<file path="config.mk">
export PLATFORM = sky130hd
export DESIGN_NAME = i2c_clk_gen_flat
export DESIGN_NICKNAME = d
export VERILOG_FILES = /design/src/i2c_phase_if.sv /design/src/i2c_clk_gen.sv /design/src/flat_wrapper.sv
export VERILOG_INCLUDE_DIRS = /design/src /design/src/src
export SDC_FILE = /design/constraint.sdc
export NUM_CORES = 1
export LEC_CHECK = 0
export BUFFER_PORTS_ARGS = -buffer_cell sky130_fd_sc_hd__buf_2
export CAP_MARGIN = 20
export CORE_AREA = 2 2 39 41
export DETAILED_ROUTE_END_ITERATION = 12
export DIE_AREA = 0 0 41 43
export MAX_ROUTING_LAYER = met4
export SYNTH_ARGS = -nofsm -noshare
export SYNTH_HDL_FRONTEND = slang
export SYNTH_SLANG_ARGS = --single-unit
</file>
<file path="constraint.sdc">
create_clock -name clk -period 1.8 [get_ports clk]
set_clock_uncertainty 0.15 [all_clocks]
set_input_delay 0 -clock clk [delete_from_list [all_inputs] [get_ports clk]]
set_output_delay 0 -clock clk [all_outputs]
set_load 0.05 [all_outputs]
</file>
<file path="src/i2c_config.svh">
`ifndef I2C_CONFIG_SVH
`define I2C_CONFIG_SVH

// ------------------------------
// SCL timing
// ------------------------------
`define I2C_DIV         200     // clocks per SCL period, multiple of 4

// ------------------------------
// host bus layout
// ------------------------------
`define I2C_SEL_HI      23      // register select field in addr_i
`define I2C_SEL_LO      16
`define I2C_DATA_W      32
`define I2C_REG_W       16      // device register width
`define I2C_CMD_RD_BIT  29      // 1 = read command
`define I2C_CMD_PTR_HI  31      // register pointer field
`define I2C_CMD_PTR_LO  30
`endif

</file>
<file path="src/i2c_phase_if.sv">
`timescale 1ns/1ns

// SCL and its bit-phase strobes
interface i2c_phase_if;

    logic scl;
    logic scl_fall_stb;    // last clock of SCL high
    logic drive_stb;       // middle of SCL low
    logic sample_stb;      // middle of SCL high

    modport source (
        output scl, scl_fall_stb, drive_stb, sample_stb
    );
    modport sink (
        input scl, scl_fall_stb, drive_stb, sample_stb
    );

endinterface

</file>
<file path="src/i2c_clk_gen.sv">
`timescale 1ns/1ns
`include "i2c_config.svh"

module i2c_clk_gen (
    input  logic        clk,
    input  logic        rst,
    i2c_phase_if.source phase
);

    localparam int CNT_W = $clog2(`I2C_DIV);

    localparam logic [CNT_W-1:0] SAMPLE_AT = CNT_W'(`I2C_DIV / 4 - 1);
    localparam logic [CNT_W-1:0] FALL_AT   = CNT_W'(`I2C_DIV / 2 - 1);
    localparam logic [CNT_W-1:0] DRIVE_AT  = CNT_W'(3 * `I2C_DIV / 4 - 1);
    localparam logic [CNT_W-1:0] LAST      = CNT_W'(`I2C_DIV - 1);

    logic [CNT_W-1:0] cnt;
    logic             scl_q;

    // free-running divider, one wrap per SCL period
    always_ff @(posedge clk) begin
        if (rst) begin
            cnt   <= '0;
            scl_q <= 1'b1;       // bus idles with SCL high
        end else begin
            cnt <= (cnt == LAST) ? '0 : cnt + 1'b1;
            if (cnt == FALL_AT) begin
                scl_q <= 1'b0;
            end else if (cnt == LAST) begin
                scl_q <= 1'b1;
            end
        end
    end

    assign phase.scl          = scl_q;
    assign phase.scl_fall_stb = (cnt == FALL_AT);
    assign phase.sample_stb   = (cnt == SAMPLE_AT);   // SCL high since count 0
    assign phase.drive_stb    = (cnt == DRIVE_AT);    // SCL low since FALL_AT+1

endmodule

</file>
<file path="src/flat_wrapper.sv">
// flat-port wrapper written by rule: the top's interface ports become plain ports
module i2c_clk_gen_flat 
  (clk, rst, phase_scl, phase_scl_fall_stb, phase_drive_stb, phase_sample_stb);
  i2c_phase_if phase_i ();
  input  logic clk;
  input  logic rst;
  output wire logic [$bits(phase_i.scl)-1:0] phase_scl;
  output wire logic [$bits(phase_i.scl_fall_stb)-1:0] phase_scl_fall_stb;
  output wire logic [$bits(phase_i.drive_stb)-1:0] phase_drive_stb;
  output wire logic [$bits(phase_i.sample_stb)-1:0] phase_sample_stb;
  assign phase_scl = phase_i.scl;
  assign phase_scl_fall_stb = phase_i.scl_fall_stb;
  assign phase_drive_stb = phase_i.drive_stb;
  assign phase_sample_stb = phase_i.sample_stb;
  i2c_clk_gen u_core (.clk(clk), .rst(rst), .phase(phase_i));
endmodule
</file>
== Yosys cells after proc, flatten, opt, wreduce, memory -nomap -nowiden ==
Index checks and enable logic that the tools add are counted.
Widths: inputs -> output; s select.
Storage, ports and cells
  flip-flop bits (word level): 9
  output and inout port bits: 4
  word-level logic and storage cells: 11
Operators by class
  add/subtract/negate cells: 1
  equal/unequal tests: 4
  muxes and demuxes: 2
  reduce and logical (&&, ||, !) cells: 2
Operators with widths (count)
  $eq 8x8->1 const B: 2
  $add 8x1->8 const B: 1
  $eq 8x6->1 const B: 1
  $eq 8x7->1 const B: 1
  $mux 1: 2
  $reduce_bool 2->1: 1
  $reduce_or 2->1: 1

== Depth between registers and ports, before layout ==
  depth in word-level cells: 3
  gate-level depth with buffers: 4
  mapped depth without buffers: 4

== Worst setup path before layout ==
OpenSTA, ideal clock, no wires.
  path type: reg2out
  start: reg u_core.cnt[0]
  end: out phase_sample_stb
  arrival: 2120 ps
  setup slack: -470 ps
  stages on the path, launching flop included: 4
  path buffers: 0
  cells stage by stage: dfxtp_1 ha_1 nand2_1 nor4_1
On the way
  longest elaborated chain between the ends: 1
Ends and longest elaborated chain
  from (decl): RTL line i2c_clk_gen.sv:17  | logic [CNT_W-1:0] cnt;
  from (signal assigned): RTL line i2c_clk_gen.sv:26  | cnt <= (cnt == LAST) ? '0 : cnt + 1'b1;
  $eq 8x6->1: RTL line i2c_clk_gen.sv:37  | assign phase.sample_stb = (cnt == SAMPLE_AT);
  to (decl): RTL line flat_wrapper.sv:10  | output wire logic [$bits(phase_i.sample_stb)-1:0] phase_sample_stb;
Every way passes these cells.

== Worst setup path after layout ==
  start: reg u_core.cnt[0]
  end: out phase_scl_fall_stb
On the way
  longest elaborated chain between the ends: 1
Ends and longest elaborated chain
  $eq 8x7->1: RTL line i2c_clk_gen.sv:36  | assign phase.scl_fall_stb = (cnt == FALL_AT);
  to (decl): RTL line flat_wrapper.sv:8  | output wire logic [$bits(phase_i.scl_fall_stb)-1:0] phase_scl_fall_stb;
Every way passes these cells.

==> impl_metrics.toml <==
[finish]
fin_util_pct = 41.4
antenna_cells = 0
area_growth_pct = 24.1
mostFrequentLayoutCells = "dfxtp_1, nor2_1, buf_2, nand3_1, clkbuf_4"
nets = 64
final_cells = 74
drive_above_1_share_pct = 37.9
final_common_cell = "dfxtp_1"

[setup_path]
max_stage_delay_ns = 0.39
crit_arrival_ns = 1.54
worstSetupPathType = "reg -> out"
required_ns = 1.65
crit_chain = "ha_2 > nor3b_4 > nor4b_4 > buf_4"
cp_max_fo = 6
start_kind = "register"
cp-end-kind = "primary output"
slowest_stage = "dfxtp_2"

[sta]
tightest_slew_ns = 0.313
setup_tns_ns = 0
fmax_mhz = 591
fin_ws_ns = 0.108
finalCritPeriodShare_pct = 94.0
setup_viol = 0
drv_slew = 0
rsz0062_at_grt = "false"
hold_violations = 0
layout_min_cycle_time_ns = 1.69
relSlewSlack_pct = 79.1

[die]
rows = 14
coreArea_um2 = 1380
floorplan.die_area_um2 = 1760
die_w_um = 41
initial_utilization_pct = 33.4
ios = 6
die_h_um = 43

[yosys]
yosys_register_bits = 9
syn_area_um2 = 462
synth.distinct_cells = 25
avgSynthCellArea_um2 = 9.62
synth_cells = 48
yosysSeqAreaShare_pct = 39.0
syn-num-nets = 53
yosysWarnings = 0

[clock_tree]
cts_sinks = 9
h-tree-depth = 1
cts_setup_buffers = 0
cts_buffers = 3
root_buffer = "clkbuf_4"
clk_pin_slew_ns = 0.06
clock_path_buffers = 2
cts_tree = "built"
clkLatencyLatePin_ns = 0.26

[run]
cap_violations = 0

[global_route]
grt_pass1_vias = 356
grt_max_degree = 9
overflow = 0
grt_use_total_pct = 13.2
grt_pass1_wl_um = 1460
grt_antenna_before_repair = 0

[routing]
drtPass1Iterations = 2
drt-total-wl_um = 908
ant_nets = 0
viasPerCell = 4.96
wl_per_cell_um = 12.3
drtIter0Drc = 2
drt_drc_violations_left = 0
vias = 367

[placed_design]
dp_hpwl_um = 630
port_buffers = 5
routabilityCongestion = 0.729
place_ws_ns = 0.323
placed_cells = 69

[min_path]
hold_class = "reg -> reg"

[power_and_ir_drop]
finalPower_uw = 406
powerDensity_nw_per_um2 = 709
power_leakage_nw = 0.204
ir_worst_vdd_mv = 0.323

[run_status]
outcome = "finished, final reports clean"
-- where the power goes --
group | leakage (nW) | internal, mW | switching, mW | total (mW)
Clock | 0.0150 | 0.0856 | 0.0765 | 0.162
Combinational | 0.115 | 0.0149 | 0.0158 | 0.0306
Sequential | 0.0737 | 0.206 | 0.00780 | 0.214
Total | 0.204 | 0.306 | 0.100 | 0.406
-- cells by family (layout without fill, tap and decap cells) --
group | after synthesis | after routing | synth area share, %
xor+xnor | 3 | 3 | 5.69
buf+inv | 2 | 12 | 3.25
flops | 9 | 9 | 39.0
compound gates | 9 | 9 | 13.8
simple gates | 22 | 22 | 30.1
fa+ha+maj | 3 | 3 | 8.13
-- through the flow --
step	area, um^2	hold WS, ns
6_report	573	0.331
5_1_grt	573	0.354
4_1_cts	571	0.334
3_5_place_dp	534	0.0725
3_3_place_gp	534	0.0736
2_1_floorplan	493	-0.0432
-- cells in the mapped netlist (all sizes together) --
| master | n | area [um^2] |
|---|---|---|
| nor2b | 1 | 6.26 |
| nand3 | 4 | 25.0 |
| buf | 1 | 11.3 |
| nand2 | 4 | 20.0 |
| a41oi | 1 | 8.76 |
| a21oi | 3 | 18.8 |
| inv | 1 | 3.75 |
| nor4 | 1 | 6.26 |
| o31ai | 1 | 7.51 |
| nor3b | 2 | 20.0 |
| o21ai | 2 | 10.0 |
| ha | 3 | 37.5 |
| or3 | 2 | 12.5 |
| dfxtp | 9 | 180 |
| nor2 | 6 | 22.5 |
| o21bai | 1 | 7.51 |
| xor2 | 2 | 17.5 |
| or4 | 1 | 11.3 |
| xnor2 | 1 | 8.76 |
| a41o | 1 | 11.3 |
| nor4b | 1 | 15.0 |
-- registers in the layout (all words and copies together), names as in the netlist --
signal	count
u_core.cnt	8
u_core.phase.scl	1
-- per-layer routing --
metal | share of wire (%) | wire, um | vias up | GRT usage (%)
li1 | - | - | 192 | -
met1 | 51 | 464 | 169 | 15.6
met2 | 44 | 402 | 4 | 18.4
met3 | 2.8 | 25 | 2 | 3.14
met4 | 1.8 | 16 | 0 | 10.0
met5 | 0 | 0 | - | -
-- cell type report --
cell class / instances / area (um^2)
Sequential cell: 9 / 183
Inverter: 1 / 3.75
Clock buffer: 4 / 26.3
Tap cell: 16 / 20.0
Multi-Input combinational cell: 37 / 295
Fill cell: 141 / 811
Timing Repair Buffer: 7 / 45.0
-- critical path, delay by kind of cell (launching register included) --
| family | cells | cell delay (ns) |
|---|---|---|
| and+or+nand+nor | 2 | 0.45 |
| adders and majority gates | 1 | 0.20 |
| buffers and inverters | 1 | 0.24 |
| DFF | 1 | 0.39 |
-- path summary, 6_finish.rpt --
path / from / end / slack [ns] / cells past startpoint
max: u_core.cnt[0] / phase_scl_fall_stb / 0.11 / 4
min reg2reg: u_core.cnt[0] / u_core.cnt[0] / 0.33 / 1
max reg2reg: u_core.cnt[0] / u_core.cnt[4] / 0.34 / 4
min: u_core.cnt[0] / u_core.cnt[0] / 0.33 / 1
-- timing repair --
action                                  4_1_cts  5_1_grt
endpoints found under the setup margin        0        1
hold buffers                                  1        0
resized for setup                             0        2
endpoints found under the hold margin         9        0
(Power assumes the default switching activity.)
