==> src/i2c_config.svh <==
`ifndef I2C_CONFIG_SVH
`define I2C_CONFIG_SVH

// ------------------------------
// SCL timing
// ------------------------------
`define I2C_DIV         200     // clocks per SCL period, multiple of 4

// ------------------------------
// host bus layout
// ------------------------------
`define I2C_SEL_HI      23      // register select field in addr_i
`define I2C_SEL_LO      16
`define I2C_DATA_W      32
`define I2C_REG_W       16      // device register width
`define I2C_CMD_RD_BIT  29      // 1 = read command
`define I2C_CMD_PTR_HI  31      // register pointer field
`define I2C_CMD_PTR_LO  30
`endif

==> src/i2c_pkg.sv <==
package i2c_pkg;

    // host register select codes, addr_i[23:16]
    typedef enum logic [7:0] {
        SLAVE_ADDR = 8'd1,
        RDATA      = 8'd2,
        CMD        = 8'd3,
        STATUS     = 8'd4
    } reg_sel_e;

    // protocol FSM
    typedef enum logic [3:0] {
        IDLE,
        START,
        ADDR,
        ADDR_ACK,
        PTR,
        PTR_ACK,
        RESTART,       // repeated start before the read address
        DATA_HI,
        ACK_HI,
        DATA_LO,
        ACK_LO,
        STOP
    } ctrl_state_e;

endpackage

==> src/i2c_cmd_if.sv <==
`timescale 1ns/1ns

interface i2c_cmd_if;

    // command side
    logic        start_stb;
    logic        rd;
    logic [6:0]  slave_addr;
    logic [1:0]  pointer;
    logic [15:0] wdata;

    // result side
    logic        busy;
    logic        done_stb;
    logic        nack;
    logic [15:0] rdata;

    modport host (
        output start_stb, rd, slave_addr, pointer, wdata,
        input  busy, done_stb, nack, rdata
    );
    modport engine (
        input  start_stb, rd, slave_addr, pointer, wdata,
        output busy, done_stb, nack, rdata
    );
endinterface

==> src/i2c_regs.sv <==
`timescale 1ns/1ns
`include "i2c_config.svh"

module i2c_regs (
    input  logic                   clk,
    input  logic                   rst,
    input  logic                   we_i,
    input  i2c_pkg::reg_sel_e      sel_i,
    input  logic [`I2C_DATA_W-1:0] data_i,
    output logic [`I2C_DATA_W-1:0] data_o,
    i2c_cmd_if.host                cmd
);

    logic [6:0]            slave_addr_q;
    logic                  rd_q;
    logic [1:0]            ptr_q;
    logic [`I2C_REG_W-1:0] wdata_q;
    logic [`I2C_REG_W-1:0] rdata_q;
    logic                  cmd_accept;

    // a CMD write while busy is simply lost
    assign cmd_accept = we_i && (sel_i == i2c_pkg::CMD) && !cmd.busy;

    always_ff @(posedge clk) begin
        if (rst) begin
            slave_addr_q <= '0;
            rdata_q      <= '0;
        end else begin
            if (we_i && sel_i == i2c_pkg::SLAVE_ADDR) begin
                slave_addr_q <= data_i[6:0];
            end
            if (cmd.done_stb) begin
                rdata_q <= cmd.rdata;
            end
        end
    end

    // command word, held for the whole transfer
    always_ff @(posedge clk) begin
        if (cmd_accept) begin
            rd_q    <= data_i[`I2C_CMD_RD_BIT];
            ptr_q   <= data_i[`I2C_CMD_PTR_HI:`I2C_CMD_PTR_LO];
            wdata_q <= data_i[`I2C_REG_W-1:0];
        end
    end

    assign cmd.start_stb  = cmd_accept;
    assign cmd.rd         = rd_q;
    assign cmd.pointer    = ptr_q;
    assign cmd.wdata      = wdata_q;
    assign cmd.slave_addr = slave_addr_q;

    // host read mux
    always_comb begin
        data_o = '0;
        case (sel_i)
            i2c_pkg::SLAVE_ADDR: data_o[6:0] = slave_addr_q;
            i2c_pkg::RDATA:      data_o[`I2C_REG_W-1:0] = cmd.done_stb ? cmd.rdata : rdata_q;
            i2c_pkg::STATUS:     data_o[1:0] = {cmd.nack, cmd.busy};
            default:             data_o = '0;
        endcase
    end

endmodule

==> src/flat_wrapper.sv <==
// flat-port wrapper written by rule: the top's interface ports become plain ports
module i2c_regs_flat 
  (clk, rst, we_i, sel_i, data_i, data_o, cmd_start_stb, cmd_rd, cmd_slave_addr, cmd_pointer, cmd_wdata, cmd_busy, cmd_done_stb, cmd_nack, cmd_rdata);
  i2c_cmd_if cmd_i ();
  input  logic clk;
  input  logic rst;
  input  logic we_i;
  input  i2c_pkg::reg_sel_e sel_i;
  input  logic [`I2C_DATA_W-1:0] data_i;
  output logic [`I2C_DATA_W-1:0] data_o;
  output wire logic [$bits(cmd_i.start_stb)-1:0] cmd_start_stb;
  output wire logic [$bits(cmd_i.rd)-1:0] cmd_rd;
  output wire logic [$bits(cmd_i.slave_addr)-1:0] cmd_slave_addr;
  output wire logic [$bits(cmd_i.pointer)-1:0] cmd_pointer;
  output wire logic [$bits(cmd_i.wdata)-1:0] cmd_wdata;
  input wire logic [$bits(cmd_i.busy)-1:0] cmd_busy;
  input wire logic [$bits(cmd_i.done_stb)-1:0] cmd_done_stb;
  input wire logic [$bits(cmd_i.nack)-1:0] cmd_nack;
  input wire logic [$bits(cmd_i.rdata)-1:0] cmd_rdata;
  assign cmd_start_stb = cmd_i.start_stb;
  assign cmd_rd = cmd_i.rd;
  assign cmd_slave_addr = cmd_i.slave_addr;
  assign cmd_pointer = cmd_i.pointer;
  assign cmd_wdata = cmd_i.wdata;
  assign cmd_i.busy = cmd_busy;
  assign cmd_i.done_stb = cmd_done_stb;
  assign cmd_i.nack = cmd_nack;
  assign cmd_i.rdata = cmd_rdata;
  i2c_regs u_core (.clk(clk), .rst(rst), .we_i(we_i), .sel_i(sel_i), .data_i(data_i), .data_o(data_o), .cmd(cmd_i));
endmodule
==> config.mk <==
export PLATFORM = sky130hd
export DESIGN_NAME = i2c_regs_flat
export DESIGN_NICKNAME = d
export VERILOG_FILES = /design/src/i2c_pkg.sv /design/src/i2c_cmd_if.sv /design/src/i2c_regs.sv /design/src/flat_wrapper.sv
export VERILOG_INCLUDE_DIRS = /design/src /design/src/src
export SDC_FILE = /design/constraint.sdc
export NUM_CORES = 1
export LEC_CHECK = 0
export BUFFER_PORTS_ARGS = -buffer_cell sky130_fd_sc_hd__buf_4
export CAP_MARGIN = 10
export CORE_ASPECT_RATIO = 0.7
export CORE_MARGIN = 2
export CORE_UTILIZATION = 45
export DETAILED_ROUTE_END_ITERATION = 8
export GPL_TIMING_DRIVEN = 0
export PLACE_DENSITY = 0.94
export SLEW_MARGIN = 30
export SYNTH_ARGS = -nofsm -noshare
export SYNTH_HDL_FRONTEND = slang
export SYNTH_SLANG_ARGS = --single-unit
==> constraint.sdc <==
create_clock -name clk -period 8.8 [get_ports clk]
set_input_delay 1.76 -clock clk [delete_from_list [all_inputs] [get_ports clk]]
set_output_delay 1.76 -clock clk [all_outputs]
set_load 0.03 [all_outputs]
### Yosys cells after proc, flatten, opt, wreduce, memory -nomap -nowiden

Index checks and enable logic that the tools add are counted.

| word-level totals | value |
|---|---|
| output and inout port bits | 59 |
| register bits | 42 |

| cells by class | value |
|---|---|
| reduce and logical (&&, ||, !) cells | 4 |
| muxes and demuxes | 4 |
| equality and inequality tests | 4 |

Operators with widths:

| kind | number |
|---|---|
| == test 8 x 2 -> 1 bit (second input constant) | 2 |
| 2-to-1 mux 16 bit | 1 |
| one-hot mux 5 bit (2 select lines) | 1 |
| 2-to-1 mux 9 bit | 1 |
| == test 8 x 1 -> 1 bit (second input constant) | 1 |
| == test 8 x 3 -> 1 bit (second input constant) | 1 |
| one-hot mux 2 bit (3 select lines) | 1 |
| logical AND 1 bit | 3 |
| logical NOT 1 bit | 1 |

### Depth between registers and ports, before layout

| logic depth | value |
|---|---|
| depth after elaboration | 3 |
| depth in mapped cells | 4 |
| mapped depth without buffers | 3 |

### Least setup slack after synthesis

OpenSTA, ideal clock, no wires.

| timing path | value |
|---|---|
| path kind | input to output |
| start | in sel_i[5] |
| end | out cmd_start_stb |
| stages on the path | 3 |
| slack | 1.904 ns |
| data required time | 7.040 ns |
| buffers on the path | 0 |
| arrival time | 5.136 ns |
| path through | nor4_4 nand2b_1 nor4b_1 |

| between the ends | value |
|---|---|
| longest elaborated chain between the ends | 3 |

Ends and longest elaborated chain:

| item | line | text |
|---|---|---|
| start, declared | flat_wrapper.sv:8 | `input i2c_pkg::reg_sel_e sel_i;` |
| == test 8 x 2 -> 1 bit | i2c_regs.sv:22 | `assign cmd_accept = we_i && (sel_i == i2c_pkg::CMD) && !cmd.busy;` |
| logical AND 1 bit (2 in a row) | i2c_regs.sv:22 |  |
| end, declared | flat_wrapper.sv:11 | `output wire logic [$bits(cmd_i.start_stb)-1:0] cmd_start_stb;` |

No other way between the ends.

### Final worst setup path

Same ends and word-level chain as after synthesis.

==> results by group <==
Flow run
  • Max cap viols: 0

STA
  • Worst slew pin tran: 0.589 ns
  • RSZ-0062 raised after global routing: no
  • Final hold vios: 0
  • Skew final: 0 ns
  • Normalized max-slew margin: between 60 and 70%
  • Final WS setup: roughly 3.4 ns
  • Final Max Slew Viols: 0
  • Tmin final: 5.37 ns
  • Setup tns final: 0 ns
  • Highest clock rate: ~190 MHz
  • Final Cycle Share: about three fifths
  • Final setup vio count: 0

Clocking
  • Worst-path clk slew: around 0.080 ns
  • Skew-Pair Late Insertion Delay: between 0.2 and 0.3 ns
  • Root Driver: clkbuf_8
  • TritonCTS clock tree: yes
  • Clk buf depth: 2
  • Post-CTS sizing: 0
  • Sink Count: 42
  • H-tree lvl count: 2
  • Hold buffers post-CTS: 0
  • Total CTS buffers: 5
  • Setup bufs post-CTS: 0

Finish
  • # nets final: about 330
  • Final core occ: 69.9%
  • Layout cells sized above 1: between 40% and 50%
  • ANT cells: 0
  • Post-Layout Cell Count: between 300 and 400
  • Layout area overhead: 49.7%

Global routing
  • Grt total ovfl: 0
  • Global-route wire length before repair: 6.58 mm
  • Vias in the first global route: ~1400
  • Largest net degree at the start of global routing: 14
  • Overall routing resource usage: about a fifth
  • Initial antenna violation count: 0

Logic synthesis
  • Portion of netlist area occupied by mux cells: 13.0%
  • Xor/xnor share of the synthesized area: 0%
  • Simple-Gate Fraction of Synth Area: 18.0%
  • Number of distinct library cells after synthesis: 22
  • Yosys top cell area share: between 30% and 40%
  • Synth warn: 0
  • Largest family of logic cells by synthesized area: simple AND/OR/NAND/NOR gates
  • Synth Area in Adders: 0%
  • Top post-synthesis cells by area: edfxtp_1, dfxtp_1, mux2i_1
  • FF+latch count, synth: 42
  • Synthesized area per cell: approximately 12 µm²
  • Register area share after synthesis: between 50 and 60%
  • Largest area contributor in the netlist: edfxtp_1
  • Compound-Gate Fraction of Synth Area: roughly 3.6%
  • Cell Area, Synth: between 0.0015 and 0.002 mm²
  • Gate Count Post-Synth: 155

Detailed routing
  • Drt drc: 0
  • Vias: around 1500
  • Initial DRC count: 45
  • DR pass1 iterations: 4
  • DRT antenna net count: 0
  • Vias per cell: approximately 4.6
  • Routed WL per cell: about 13 µm
  • Wirelength, routed: around 4.3 mm

Worst setup path
  • CP max stage cell: nor4b_2
  • WP data required: around 7.0 ns
  • CP Cell Sequence: buf_4, nor4_4, nand2b_1, nor4b_2, buf_2, buf_2, buf_4
  • Setup crit end kind: output pin
  • Worst-path fanout max: 7
  • Max stage delay on crit path: 0.56 ns
  • FF-to-FF setup slack: 7.98 ns
  • WS Path Type: input port to output pin
  • CP Launch Type: input port
  • WP data arrival: ~3.6 ns

Place
  • IO buf count: 90
  • Dpl cells: about 320
  • Dpl ws: 3.38 ns
  • Placer Congestion: ~0.73
  • Post-DP HPWL: between 3 and 4 mm

Floorplan
  • Die Ht: 57.2 µm
  • Core Box Area: 0.00390 mm²
  • Top Ports: approximately 120
  • Die area: around 0.0046 mm²
  • Row count: 19
  • Starting Density: 46.7%
  • Die width: approximately 80 µm

Pwr
  • P_int: just under 300 µW
  • Final Power: 383 µW
  • Leakage power: 1.23 nW
  • Clock power share: a little under a third
  • Comb pwr share: 13.8%
  • Net Switching: 91.1 µW
  • Flop pwr share: between 50% and 60%
  • Power Density: 140 mW/mm²
  • Worst VDD drop: slightly above 0.1 mV
  • Switching Share: 23.8%

Run status
  • Status: completed

Min path
  • Worst hold path class: register to register
kinds of logic (layout without fill, tap and decap cells):
family / after synthesis / count (layout)
AOI/OAI and AO/OA: 9 / 9
buffers and inverters: 23 / 124
DFF: 42 / 42
muxes: 23 / 23
other: 1 / 16
and+or+nand+nor: 57 / 57
sequential cells by signal (all words and copies together) (netlist names):
signal / flops
u_core.cmd.pointer: 2
u_core.cmd.rd: 1
u_core.cmd.slave_addr: 7
u_core.cmd.wdata: 16
u_core.rdata_q: 16
stage by stage:
| step | hold WS, ns | cell area (µm²) |
|---|---|---|
| after global placement | 0.467 | 2620 |
| final | 0.492 | 2730 |
| after global routing | 0.523 | 2730 |
| after floorplan | 0.456 | 1880 |
| after detailed placement | 0.478 | 2640 |
| after CTS | 0.497 | 2730 |
metal layers:
layer  track usage, %  wire length [µm]  vias up
li1                 -                 -      727
met4             5.81                46        0
met2             31.8              2150       69
met5                0                 0        -
met3             5.54               369        5
met1             24.1              1780      680
power by group through the flow:
stage / Sequential, mW / Combinational [mW] / Clock, mW
floorplan: 0.213 / 0.0309 / 0
global placement: 0.213 / 0.0514 / 0
detailed placement: 0.213 / 0.0528 / 0
CTS: 0.209 / 0.0530 / 0.123
global route: 0.209 / 0.0575 / 0.134
finish: 0.209 / 0.0530 / 0.121
final timing paths:
kind                                       from                            end  cells after the start
setup / recovery                       sel_i[5]                  cmd_start_stb                      7
hold reg to reg   u_core.rdata_q[10]$_SDFF_PP0_  u_core.rdata_q[10]$_SDFF_PP0_                      2
setup reg to reg   u_core.rdata_q[6]$_SDFF_PP0_   u_core.rdata_q[6]$_SDFF_PP0_                      2
hold / removal    u_core.rdata_q[10]$_SDFF_PP0_  u_core.rdata_q[10]$_SDFF_PP0_                      2
area by class of cell:
class                   instances  area (µm²)
plain buffers                  23         158
clock buffers                   6        72.6
clock inverters                 2        13.8
fillers                       319        1170
multi-input cells             105         696
flip-flops and latches         42        1030
well taps                      52        65.1
repair buffers                 93         691
worst max-delay path: cells and delay by family:
kind	cells	cell delay [ns]
simple gates	3	1.02
buf+inv	4	0.83
layout by cell type, fill, tap and decap left out:
cell	count
nand3b_1	1
clkinv_2	1
conb_1	16
clkbuf_8	5
nor4b_2	2
nand2_1	1
or3b_4	1
nor2_1	26
a22oi_1	7
clkinv_4	1
and2b_1	1
o22ai_1	2
nor4_4	1
buf_4	106
buf_6	1
nand4bb_1	1
mux2i_1	18
buf_2	6
nor2b_1	8
edfxtp_1	19
dfxtp_1	23
mux2_2	5
nand2b_1	15
clkbuf_1	4
synthesized netlist by cell type:
library cell and instances:
nor2_1 26, a22oi_1 7, edfxtp_1 19, mux2_2 5
conb_1 1, buf_4 16, buf_2 3, nand2b_1 15
nor4b_2 1, or3b_4 1, nor4b_1 1, dfxtp_1 23
nor2b_1 8, nand2_1 1, nand4bb_1 1, nor4_4 1
clkbuf_1 3, mux2i_1 18, o22ai_1 2, and2b_1 1
buf_6 1, nand3b_1 1
Note: power is estimated with default switching activity, not from simulation.
