===== src/i2c_config.svh =====
`ifndef I2C_CONFIG_SVH
`define I2C_CONFIG_SVH

// ------------------------------
// SCL timing
// ------------------------------
`define I2C_DIV         200     // clocks per SCL period, multiple of 4

// ------------------------------
// host bus layout
// ------------------------------
`define I2C_SEL_HI      23      // register select field in addr_i
`define I2C_SEL_LO      16
`define I2C_DATA_W      32
`define I2C_REG_W       16      // device register width
`define I2C_CMD_RD_BIT  29      // 1 = read command
`define I2C_CMD_PTR_HI  31      // register pointer field
`define I2C_CMD_PTR_LO  30
`endif


===== src/i2c_pkg.sv =====
package i2c_pkg;

    // host register select codes, addr_i[23:16]
    typedef enum logic [7:0] {
        SLAVE_ADDR = 8'd1,
        RDATA      = 8'd2,
        CMD        = 8'd3,
        STATUS     = 8'd4
    } reg_sel_e;

    // protocol FSM
    typedef enum logic [3:0] {
        IDLE,
        START,
        ADDR,
        ADDR_ACK,
        PTR,
        PTR_ACK,
        RESTART,       // repeated start before the read address
        DATA_HI,
        ACK_HI,
        DATA_LO,
        ACK_LO,
        STOP
    } ctrl_state_e;

endpackage


===== src/i2c_phase_if.sv =====
`timescale 1ns/1ns

// SCL and its bit-phase strobes
interface i2c_phase_if;

    logic scl;
    logic scl_fall_stb;    // last clock of SCL high
    logic drive_stb;       // middle of SCL low
    logic sample_stb;      // middle of SCL high

    modport source (
        output scl, scl_fall_stb, drive_stb, sample_stb
    );
    modport sink (
        input scl, scl_fall_stb, drive_stb, sample_stb
    );

endinterface


===== src/i2c_cmd_if.sv =====
`timescale 1ns/1ns

interface i2c_cmd_if;

    // command side
    logic        start_stb;
    logic        rd;
    logic [6:0]  slave_addr;
    logic [1:0]  pointer;
    logic [15:0] wdata;

    // result side
    logic        busy;
    logic        done_stb;
    logic        nack;
    logic [15:0] rdata;

    modport host (
        output start_stb, rd, slave_addr, pointer, wdata,
        input  busy, done_stb, nack, rdata
    );
    modport engine (
        input  start_stb, rd, slave_addr, pointer, wdata,
        output busy, done_stb, nack, rdata
    );
endinterface


===== src/i2c_ctrl.sv =====
`timescale 1ns/1ns
`include "i2c_config.svh"

module i2c_ctrl (
    input  logic        clk,
    input  logic        rst,
    i2c_phase_if.sink   phase,
    i2c_cmd_if.engine   cmd,
    input  logic        sda_i,
    output logic        sda_oe_o    // 1 pulls SDA low
);

    i2c_pkg::ctrl_state_e  state;
    logic [7:0]            sreg;        // shared tx/rx shift register
    logic [3:0]            bit_cnt;
    logic                  rd_addr;     // second address phase of a read
    logic                  sda_oe;
    logic                  nack_q;
    logic                  done_q;
    logic [`I2C_REG_W-1:0] rdata_q;
    logic                  rx_byte;     // slave drives the data bits
    logic                  rx_ack;      // master drives the ack bit

    assign rx_byte = cmd.rd && (state inside {i2c_pkg::DATA_HI, i2c_pkg::DATA_LO});
    assign rx_ack  = cmd.rd && (state inside {i2c_pkg::ACK_HI, i2c_pkg::ACK_LO});

    always_ff @(posedge clk) begin
        if (rst) begin
            state   <= i2c_pkg::IDLE;
            bit_cnt <= '0;
            rd_addr <= 1'b0;
            sda_oe  <= 1'b0;
            nack_q  <= 1'b0;
            done_q  <= 1'b0;
            rdata_q <= '0;
        end else begin
            done_q <= 1'b0;
            case (state)
                i2c_pkg::IDLE: begin
                    if (cmd.start_stb) begin
                        state   <= i2c_pkg::START;
                        nack_q  <= 1'b0;        // new transfer clears old status
                        rd_addr <= 1'b0;
                    end
                end
                // ------------------------------
                // start and repeated start
                // ------------------------------
                i2c_pkg::START, i2c_pkg::RESTART: begin
                    if (phase.sample_stb) begin
                        sda_oe  <= 1'b1;        // falling SDA with SCL high
                        sreg    <= {cmd.slave_addr, rd_addr};
                        bit_cnt <= '0;
                        state   <= i2c_pkg::ADDR;
                    end
                end
                // ------------------------------
                // byte slots, msb first
                // ------------------------------
                i2c_pkg::ADDR, i2c_pkg::PTR, i2c_pkg::DATA_HI, i2c_pkg::DATA_LO: begin
                    if (phase.sample_stb && rx_byte) begin
                        sreg <= {sreg[6:0], sda_i};
                    end
                    if (phase.drive_stb) begin
                        if (bit_cnt == 4'd8) begin
                            bit_cnt <= '0;
                            // master ACK after the high read byte, else release
                            sda_oe  <= rx_byte && (state == i2c_pkg::DATA_HI);
                            case (state)
                                i2c_pkg::ADDR: state <= i2c_pkg::ADDR_ACK;
                                i2c_pkg::PTR:  state <= i2c_pkg::PTR_ACK;
                                i2c_pkg::DATA_HI: begin
                                    state <= i2c_pkg::ACK_HI;
                                    if (rx_byte) rdata_q[15:8] <= sreg;
                                end
                                default: begin
                                    state <= i2c_pkg::ACK_LO;
                                    if (rx_byte) rdata_q[7:0] <= sreg;
                                end
                            endcase
                        end else begin
                            bit_cnt <= bit_cnt + 1'b1;
                            sda_oe  <= !rx_byte && !sreg[7];
                            if (!rx_byte) begin
                                sreg <= {sreg[6:0], 1'b0};
                            end
                        end
                    end
                end
                // ------------------------------
                // ack slots, left on SCL fall
                // ------------------------------
                i2c_pkg::ADDR_ACK, i2c_pkg::PTR_ACK, i2c_pkg::ACK_HI, i2c_pkg::ACK_LO: begin
                    if (phase.sample_stb && !rx_ack && sda_i) begin
                        nack_q <= 1'b1;         // slave left SDA high
                    end
                    if (phase.scl_fall_stb) begin
                        if (nack_q || state == i2c_pkg::ACK_LO) begin
                            state <= i2c_pkg::STOP;
                        end else begin
                            case (state)
                                i2c_pkg::ADDR_ACK: begin
                                    if (rd_addr) begin
                                        state <= i2c_pkg::DATA_HI;
                                    end else begin
                                        state <= i2c_pkg::PTR;
                                        sreg  <= {6'b0, cmd.pointer};
                                    end
                                end
                                i2c_pkg::PTR_ACK: begin
                                    if (cmd.rd) begin
                                        state   <= i2c_pkg::RESTART;
                                        rd_addr <= 1'b1;
                                    end else begin
                                        state <= i2c_pkg::DATA_HI;
                                        sreg  <= cmd.wdata[15:8];
                                    end
                                end
                                default: begin  // ACK_HI
                                    state <= i2c_pkg::DATA_LO;
                                    sreg  <= cmd.wdata[7:0];
                                end
                            endcase
                        end
                    end
                end
                i2c_pkg::STOP: begin
                    if (phase.drive_stb) begin
                        sda_oe <= 1'b1;         // SDA low while SCL low
                    end
                    if (phase.sample_stb) begin
                        sda_oe <= 1'b0;         // rising SDA with SCL high
                        state  <= i2c_pkg::IDLE;
                        done_q <= 1'b1;
                    end
                end
                default: state <= i2c_pkg::IDLE;
            endcase
        end
    end

    assign cmd.busy     = (state != i2c_pkg::IDLE);
    assign cmd.done_stb = done_q;
    assign cmd.nack     = nack_q;
    assign cmd.rdata    = rdata_q;
    assign sda_oe_o     = sda_oe;

endmodule


===== src/flat_wrapper.sv =====
// flat-port wrapper written by rule: the top's interface ports become plain ports
module i2c_ctrl_flat 
  (clk, rst, sda_i, sda_oe_o, phase_scl, phase_scl_fall_stb, phase_drive_stb, phase_sample_stb, cmd_start_stb, cmd_rd, cmd_slave_addr, cmd_pointer, cmd_wdata, cmd_busy, cmd_done_stb, cmd_nack, cmd_rdata);
  i2c_phase_if phase_i ();
  i2c_cmd_if cmd_i ();
  input  logic clk;
  input  logic rst;
  input  logic sda_i;
  output logic sda_oe_o;
  input wire logic [$bits(phase_i.scl)-1:0] phase_scl;
  input wire logic [$bits(phase_i.scl_fall_stb)-1:0] phase_scl_fall_stb;
  input wire logic [$bits(phase_i.drive_stb)-1:0] phase_drive_stb;
  input wire logic [$bits(phase_i.sample_stb)-1:0] phase_sample_stb;
  input wire logic [$bits(cmd_i.start_stb)-1:0] cmd_start_stb;
  input wire logic [$bits(cmd_i.rd)-1:0] cmd_rd;
  input wire logic [$bits(cmd_i.slave_addr)-1:0] cmd_slave_addr;
  input wire logic [$bits(cmd_i.pointer)-1:0] cmd_pointer;
  input wire logic [$bits(cmd_i.wdata)-1:0] cmd_wdata;
  output wire logic [$bits(cmd_i.busy)-1:0] cmd_busy;
  output wire logic [$bits(cmd_i.done_stb)-1:0] cmd_done_stb;
  output wire logic [$bits(cmd_i.nack)-1:0] cmd_nack;
  output wire logic [$bits(cmd_i.rdata)-1:0] cmd_rdata;
  assign phase_i.scl = phase_scl;
  assign phase_i.scl_fall_stb = phase_scl_fall_stb;
  assign phase_i.drive_stb = phase_drive_stb;
  assign phase_i.sample_stb = phase_sample_stb;
  assign cmd_i.start_stb = cmd_start_stb;
  assign cmd_i.rd = cmd_rd;
  assign cmd_i.slave_addr = cmd_slave_addr;
  assign cmd_i.pointer = cmd_pointer;
  assign cmd_i.wdata = cmd_wdata;
  assign cmd_busy = cmd_i.busy;
  assign cmd_done_stb = cmd_i.done_stb;
  assign cmd_nack = cmd_i.nack;
  assign cmd_rdata = cmd_i.rdata;
  i2c_ctrl u_core (.clk(clk), .rst(rst), .phase(phase_i), .cmd(cmd_i), .sda_i(sda_i), .sda_oe_o(sda_oe_o));
endmodule

===== config.mk =====
export PLATFORM = sky130hd
export DESIGN_NAME = i2c_ctrl_flat
export DESIGN_NICKNAME = d
export VERILOG_FILES = /design/src/i2c_pkg.sv /design/src/i2c_phase_if.sv /design/src/i2c_cmd_if.sv /design/src/i2c_ctrl.sv /design/src/flat_wrapper.sv
export VERILOG_INCLUDE_DIRS = /design/src /design/src/src
export SDC_FILE = /design/constraint.sdc
export NUM_CORES = 1
export LEC_CHECK = 0
export BUFFER_PORTS_ARGS = -buffer_cell sky130_fd_sc_hd__buf_2
export CORE_MARGIN = 5
export CORE_UTILIZATION = 53
export DETAILED_ROUTE_END_ITERATION = 10
export HOLD_SLACK_MARGIN = 0.05
export PLACE_DENSITY = 0.86
export SLEW_MARGIN = 20
export SYNTH_ARGS = -nofsm -noshare
export SYNTH_HDL_FRONTEND = slang
export SYNTH_SLANG_ARGS = --single-unit

===== constraint.sdc =====
create_clock -name clk -period 3.95 [get_ports clk]
set_clock_uncertainty 0.2 [all_clocks]
set_input_delay 0 -clock clk [delete_from_list [all_inputs] [get_ports clk]]
set_output_delay 0 -clock clk [all_outputs]
set_load 0.02 [all_outputs]

---- Word-level counts from Yosys, hierarchy flattened ----
Index checks and enable logic that the tools add are counted.
cells by class
  add/sub/neg operators ................... 1
  multipliers ............................. 0
  div/mod/pow operators ................... 0
  magnitude comparators ................... 0
  eq/ne operators ......................... 25
  shift operators ......................... 0
  multiplexer cells ....................... 41
  bitwise operators ....................... 3
  reduce and logical (&&, ||, !) cells .... 32
operator list
  operator             number
  $mux 8               9
  $mux 4               9
  $pmux 8 s3           1
  $eq 4x4->1 const B   5
  $pmux 4 s5           1
  $eq 4x3->1 const B   4
  $pmux 4 s2           2
  $pmux 8 s2           1
  $ne 2x2->1 const B   7
  $mux 1               13
  $pmux 4 s3           1
  $reduce_and 6->1     2
  $reduce_and 5->1     2
  $ne 3x3->1 const B   3
  $eq 4x2->1 const B   2
  $reduce_bool 2->1    4
  $reduce_or 4->1      2
  $logic_and 1x1->1    7
  $reduce_and 7->1     1
  $ne 2x1->1 const B   3
  $reduce_and 3->1     2
  $reduce_bool 3->1    2
  $add 4x1->4 const B  1
  $eq 4x1->1 const B   1
  other kinds (11)     17
storage, ports and cells
  register bits ........................... 36
  bits in latches ......................... 0
  bits in writable memories ............... 0
  bits in read-only memories .............. 0
  input bits .............................. 34
  output and inout bits ................... 20
  word-level logic and storage cells ...... 111
  memories kept ........................... 0

---- Depth between registers and ports, before layout ----
  depth in word-level cells ............... 9
  mapped depth ............................ 8
  depth with buffers taken out ............ 7

---- Least setup slack after synthesis ----
OpenSTA, ideal clock, no wires.
  kind .................................... register to register
  start ................................... register u_core.state[1]
  end ..................................... register u_core.sreg[0] (enable)
  arrival time ............................ 2.179 ns
  slack ................................... 1.177 ns
  stages on the path, launching flop included .. 8
  path through ............................ dfxtp_1 > buf_2 > buf_2 > clkbuf_1 > nor2_1 > a31oi_1 > nor3_1 > nor4_1
between the ends
  longest elaborated chain between the ends .. 4
  elaborated cells on any way between the ends .. 21
  classes of those cells .................. eq/ne (15); reduce/logical (6)
RTL lines
  item                                          line                             text
  start: declaration                            i2c_ctrl.sv:13                   i2c_pkg::ctrl_state_e state;
  start signal: assignment                      i2c_ctrl.sv:29                   state <= i2c_pkg::IDLE;
  start signal: assignment                      i2c_ctrl.sv:41                   state <= i2c_pkg::START;
  start signal: assignment                      i2c_ctrl.sv:54                   state <= i2c_pkg::ADDR;
  $eq 4x2->1 (tied with other cells)            i2c_ctrl.sv:38, i2c_ctrl.sv:101
  $reduce_or 4->1 (tied with other cells)       i2c_ctrl.sv:38                   case (state)
  $ne 3x3->1 (no line) (tied with other cells)  --
  $reduce_and 7->1 (no line) *                  --
  end signal: assignment                        i2c_ctrl.sv:52                   sreg <= {cmd.slave_addr, rd_addr};
  end signal: assignment                        i2c_ctrl.sv:107                  sreg <= {6'b0, cmd.pointer};
  end signal: assignment                        i2c_ctrl.sv:116                  sreg <= cmd.wdata[15:8];
  end: declaration                              i2c_ctrl.sv:14                   logic [7:0] sreg;
Mark *: on every way between the ends. The rest lies on a longest branch, timed or not.
A chain may end at the register's enable or synchronous reset.

---- Worst setup path in the final report ----
  start ................................... register u_core.state[0]
  end ..................................... register u_core.sreg[1] (data pin)
between the ends
  longest elaborated chain between the ends .. 9
  elaborated cells on any way between the ends .. 24
  classes of those cells .................. eq/ne (10); mux (8); reduce/logical (6)
RTL lines
  item                                             line                            text
  $eq 4x3->1 / $eq 4x4->1 (equally long branches)  i2c_ctrl.sv:24, i2c_ctrl.sv:38
  $reduce_bool 2->1                                i2c_ctrl.sv:24                  assign rx_byte = cmd.rd && (state inside {i2c_pkg::DATA_HI, i2c_pkg::DATA_LO});
  $logic_and 1x1->1                                i2c_ctrl.sv:24
  $logic_and 1x1->1                                i2c_ctrl.sv:61                  if (phase.sample_stb && rx_byte) begin
  $mux 8                                           i2c_ctrl.sv:61
  $mux 8                                           i2c_ctrl.sv:84                  if (!rx_byte) begin
  $mux 8                                           i2c_ctrl.sv:65                  if (bit_cnt == 4'd8) begin
  $mux 8                                           i2c_ctrl.sv:64                  if (phase.drive_stb) begin
  $pmux 8 s3 *                                     i2c_ctrl.sv:38
  end signal: assignment                           i2c_ctrl.sv:52
  end signal: assignment                           i2c_ctrl.sv:62                  sreg <= {sreg[6:0], sda_i};
  end signal: assignment                           i2c_ctrl.sv:85                  sreg <= {sreg[6:0], 1'b0};
Mark *: on every way between the ends. The rest lies on a longest branch, timed or not. The select of a mux whose other input is x is not followed.

==> impl_metrics.json <==
{
  "run_status": "finished clean",
  "final-setup-viol-count": 0,
  "synth_area_leaders": "dfxtp_1 (25%), mux2i_1 (11%), edfxtp_1 (11%), nor2_1 (5.6%), a21oi_1 (3.8%)",
  "clock-root-buffer": "clkbuf_8",
  "final_core_utilization_pct": 70.6,
  "synthesized_area_divided_by_synthesized_cell_count_um2": 8.82,
  "cap_viol_max_count": 0,
  "clock_power_share_pct": 22.7,
  "final_layout_size_suffix_gt1_share_pct": 23.2,
  "fin_setup_tns_ns": 0,
  "yosys_warn_count": 0,
  "p_switching_w": 0.000549,
  "worstPathArrival_ns": 3.35,
  "clock_tree_from_tritoncts": "done",
  "timing.setup.critical_path_class": "flop to flop",
  "cellInternalPower_w": 0.000889,
  "area.growth.synth_to_final_pct": 28.5,
  "initial_utilization_pct": 55.0,
  "postSynthRegisterBits": 36,
  "crit-reg2reg-capture": "u_core.sreg[1]",
  "startpoint_type": "flop",
  "adder_cell_fraction_of_synth_area_pct": 1.13,
  "antenna_found_initial": 0,
  "antenna_cells_inserted": 0,
  "synth_fp_nets": 287,
  "post_synthesis_sequential_area_ratio_pct": 36.2,
  "routed_via_density": 6.16,
  "holdBufCountCts": 24,
  "post-place-cells": 341,
  "timing.hold.worst_endpoint": "u_core.sda_oe_o",
  "routedWlPerCell_um": 17.0,
  "combinational_group_share_of_total_power_pct": 40.7,
  "drt_pre_antenna_iters": 5,
  "finish.cell_count_without_fillers": 373,
  "place_congestion": 0.896,
  "tritoncts_num_sinks": 36,
  "first_iter_violations": 163,
  "fmax_mhz": 285,
  "global_route_wire_length_before_repair_mm": 10.3,
  "clk_path_buf_depth": 2,
  "crit-reg2reg-launch": "u_core.state[0]",
  "synth_top_family_by_area": "compound AO/OA/AOI/OAI gates",
  "power.static_leakage_nw": 1.12,
  "maximum_number_of_pins_on_one_net_before_global_route_repair": 32,
  "grt_pass1_vias": 2218,
  "final_net_count": 358,
  "clock_latency_ns": 0.29,
  "basic_gate_share_of_the_synthesized_area_counting_and_or_nand_and_nor_cells_pct": 21.8,
  "final.min_clock_period_ns": 3.51,
  "pin_count": 54,
  "peakVddDrop_uv": 349,
  "number_of_i_o_port_buffers": 52,
  "die_area_mm2": 0.00557,
  "report.final.slew_viol_count": 0,
  "cts-buffers-inserted": 5,
  "syn-instance-count": 251,
  "timing.hold.worst.class": "input port to flop",
  "p_sw_share_pct": 38.2,
  "placement_rows": 23,
  "r2r_cells": 6,
  "r2r_setup_slk_ns": 0.44,
  "detail_route.drc_violations": 0,
  "share_of_synthesized_area_spent_on_multiplexers_pct": 13.5,
  "synthDistinctLibCells": 57,
  "crit_path_max_fanout": 24,
  "rsz0062_at_grt": "false",
  "via_count": 2296,
  "die_width_um": 74.6,
  "hold_path.startpoint": "phase_drive_stb",
  "postCtsResizedCells": 0,
  "synth_ff_type": "dfxtp_1",
  "finalCritPeriodShare_pct": 88.9,
  "synth_edf_count": 8,
  "cts.clk_slew.worst_paths_ns": 0.08,
  "place_hpwl_mm": 4.13,
  "height_of_the_die_um": 74.6,
  "mappedNetlistArea_mm2": 0.00221,
  "grt-ovfl-total": 0,
  "hold_path_depth": 4,
  "post-cts-setup-buffer-count": 0,
  "synth_compound_area_share_pct": 22.4,
  "synth-async-reset-ratio_pct": 0,
  "area_of_the_placeable_core_mm2": 0.00403,
  "power.share.sequential_pct": 36.7,
  "drt-total-wl_mm": 6.36,
  "synth_top_area_cell": "dfxtp_1",
  "post_dp_cell_area_mm2": 0.00250,
  "worstPathRequired_ns": 3.79,
  "worst_pin_slew_ns": 0.831,
  "worst_slew_margin_rel_pct": 44.5,
  "finalHoldViolCount": 0,
  "powerDensity_mw_per_mm2": 505,
  "antenna_left": 0,
  "fin_total_pwr_w": 0.00144,
  "synthXorXnorAreaFrac_pct": 0.395,
  "htree_num_levels": 2,
  "globalRouteTotalUtil_pct": 24.0,
  "synth.top_cell.area_share_pct": 25.3,
  "design_area_mm2": 0.00285,
  "end_kind": "flop"
}
## per-layer routing
metal | track usage, % | up-vias | wire length, um
met3 | 4.81 | 20 | 546
li1 | - | 1088 | -
met2 | 40.0 | 122 | 3090
met5 | 0 | - | 0
met4 | 11.7 | 0 | 181
met1 | 29.6 | 1066 | 2530
## cells in the final DEF (no fill, tap or decap), types with 4 or more instances in the layout
| cell type | synthesis | final |
|---|---|---|
| nor2_1 | 33 | 33 |
| buf_2 | 8 | 52 |
| nand2b_1 | 5 | 5 |
| a21oi_1 | 17 | 17 |
| nand2_1 | 14 | 14 |
| clkbuf_8 | 0 | 5 |
| inv_1 | 8 | 8 |
| nor3_1 | 10 | 10 |
| o21ai_1 | 9 | 9 |
| edfxtp_1 | 8 | 8 |
| dlygate4sd3_1 | 0 | 24 |
| nand3_1 | 5 | 5 |
| a222oi_1 | 6 | 6 |
| dfxtp_1 | 28 | 28 |
| mux2i_1 | 24 | 24 |
| nor2b_1 | 6 | 6 |
| buf_4 | 0 | 4 |
## per-stage QoR
step | hold slack [ns] | setup slack (ns)
6_report | 0.135 | 0.439
5_1_grt | 0.191 | 0.283
4_1_cts | 0.123 | 0.541
3_5_place_dp | 0.0563 | 1.09
3_3_place_gp | 0.0388 | 1.16
2_1_floorplan | -0.0883 | 1.18
## synth_stat cells (all sizes together), types with 2 or more instances
| cell | instances |
|---|---|
| nor2 | 35 |
| dfxtp | 28 |
| mux2i | 25 |
| a21oi | 17 |
| nand2 | 14 |
| o21ai | 12 |
| nor3 | 10 |
| inv | 9 |
| buf | 8 |
| clkbuf | 8 |
| edfxtp | 8 |
| a222oi | 6 |
| nor2b | 6 |
| nand2b | 5 |
| nand3 | 5 |
| a2111oi | 4 |
| a211oi | 4 |
| mux2 | 4 |
| a31oi | 3 |
| or4 | 3 |
| a21o | 2 |
| a22oi | 2 |
| a311oi | 2 |
| ha | 2 |
| nand3b | 2 |
| nand4b | 2 |
| o22ai | 2 |
| o32ai | 2 |
| or3 | 2 |
| or3b | 2 |
## area by class of cell
class                   count  area [um^2]
multi-input cells         190         1310
flip-flops and latches     36          801
well taps                  50         62.6
clock buffers               6         72.6
inverters                   9         33.8
fillers                   305         1180
clock inverters             2         35.0
repair buffers             80          531
## power groups by stage
stage	sequential, W	combinational, W	clock (W)
after floorplan	0.000487	0.000421	0
after global placement	0.000527	0.000496	0
after detailed placement	0.000529	0.000512	0
after CTS	0.000521	0.000574	0.000322
after global routing	0.000535	0.000641	0.000344
final	0.000527	0.000584	0.000326
## how the worst max path moves through the flow
stage	slack, ns	to	cells past startpoint	start
detailed placement	1.09	u_core.sreg[3]	5	u_core.state[2]
global route	0.28	u_core.sreg[1]	6	u_core.state[2]
global placement	1.16	u_core.sreg[1]	5	u_core.state[2]
floorplan	1.18	u_core.sreg[0]	7	u_core.state[1]
finish	0.44	u_core.sreg[1]	6	u_core.state[0]
CTS	0.54	u_core.sreg[1]	6	u_core.state[2]
## logic make-up after synthesis
family                     after synthesis
xor gates and xnor gates                 1
adders and majority gates                2
AOI/OAI and AO/OA                       65
and+or+nand+nor                         93
buffers and inverters                   25
muxes                                   29
DFF                                     36
## sequential cells by signal, indices dropped and copies added, names as in the netlist
register,count
u_core.cmd.done_stb,1
u_core.state,4
u_core.sda_oe_o,1
u_core.cmd.nack,1
u_core.cmd.rdata,16
u_core.bit_cnt,4
u_core.sreg,8
u_core.rd_addr,1
## critical path, stage by stage (launching register included)
cell,delay [ns]
dfxtp_1,0.86
inv_2,0.24
a211oi_4,0.40
mux2i_2,0.64
mux2i_1,0.26
o211ai_1,0.09
dlygate4sd3_1,0.57
Note: power is estimated with default switching activity, not from simulation.
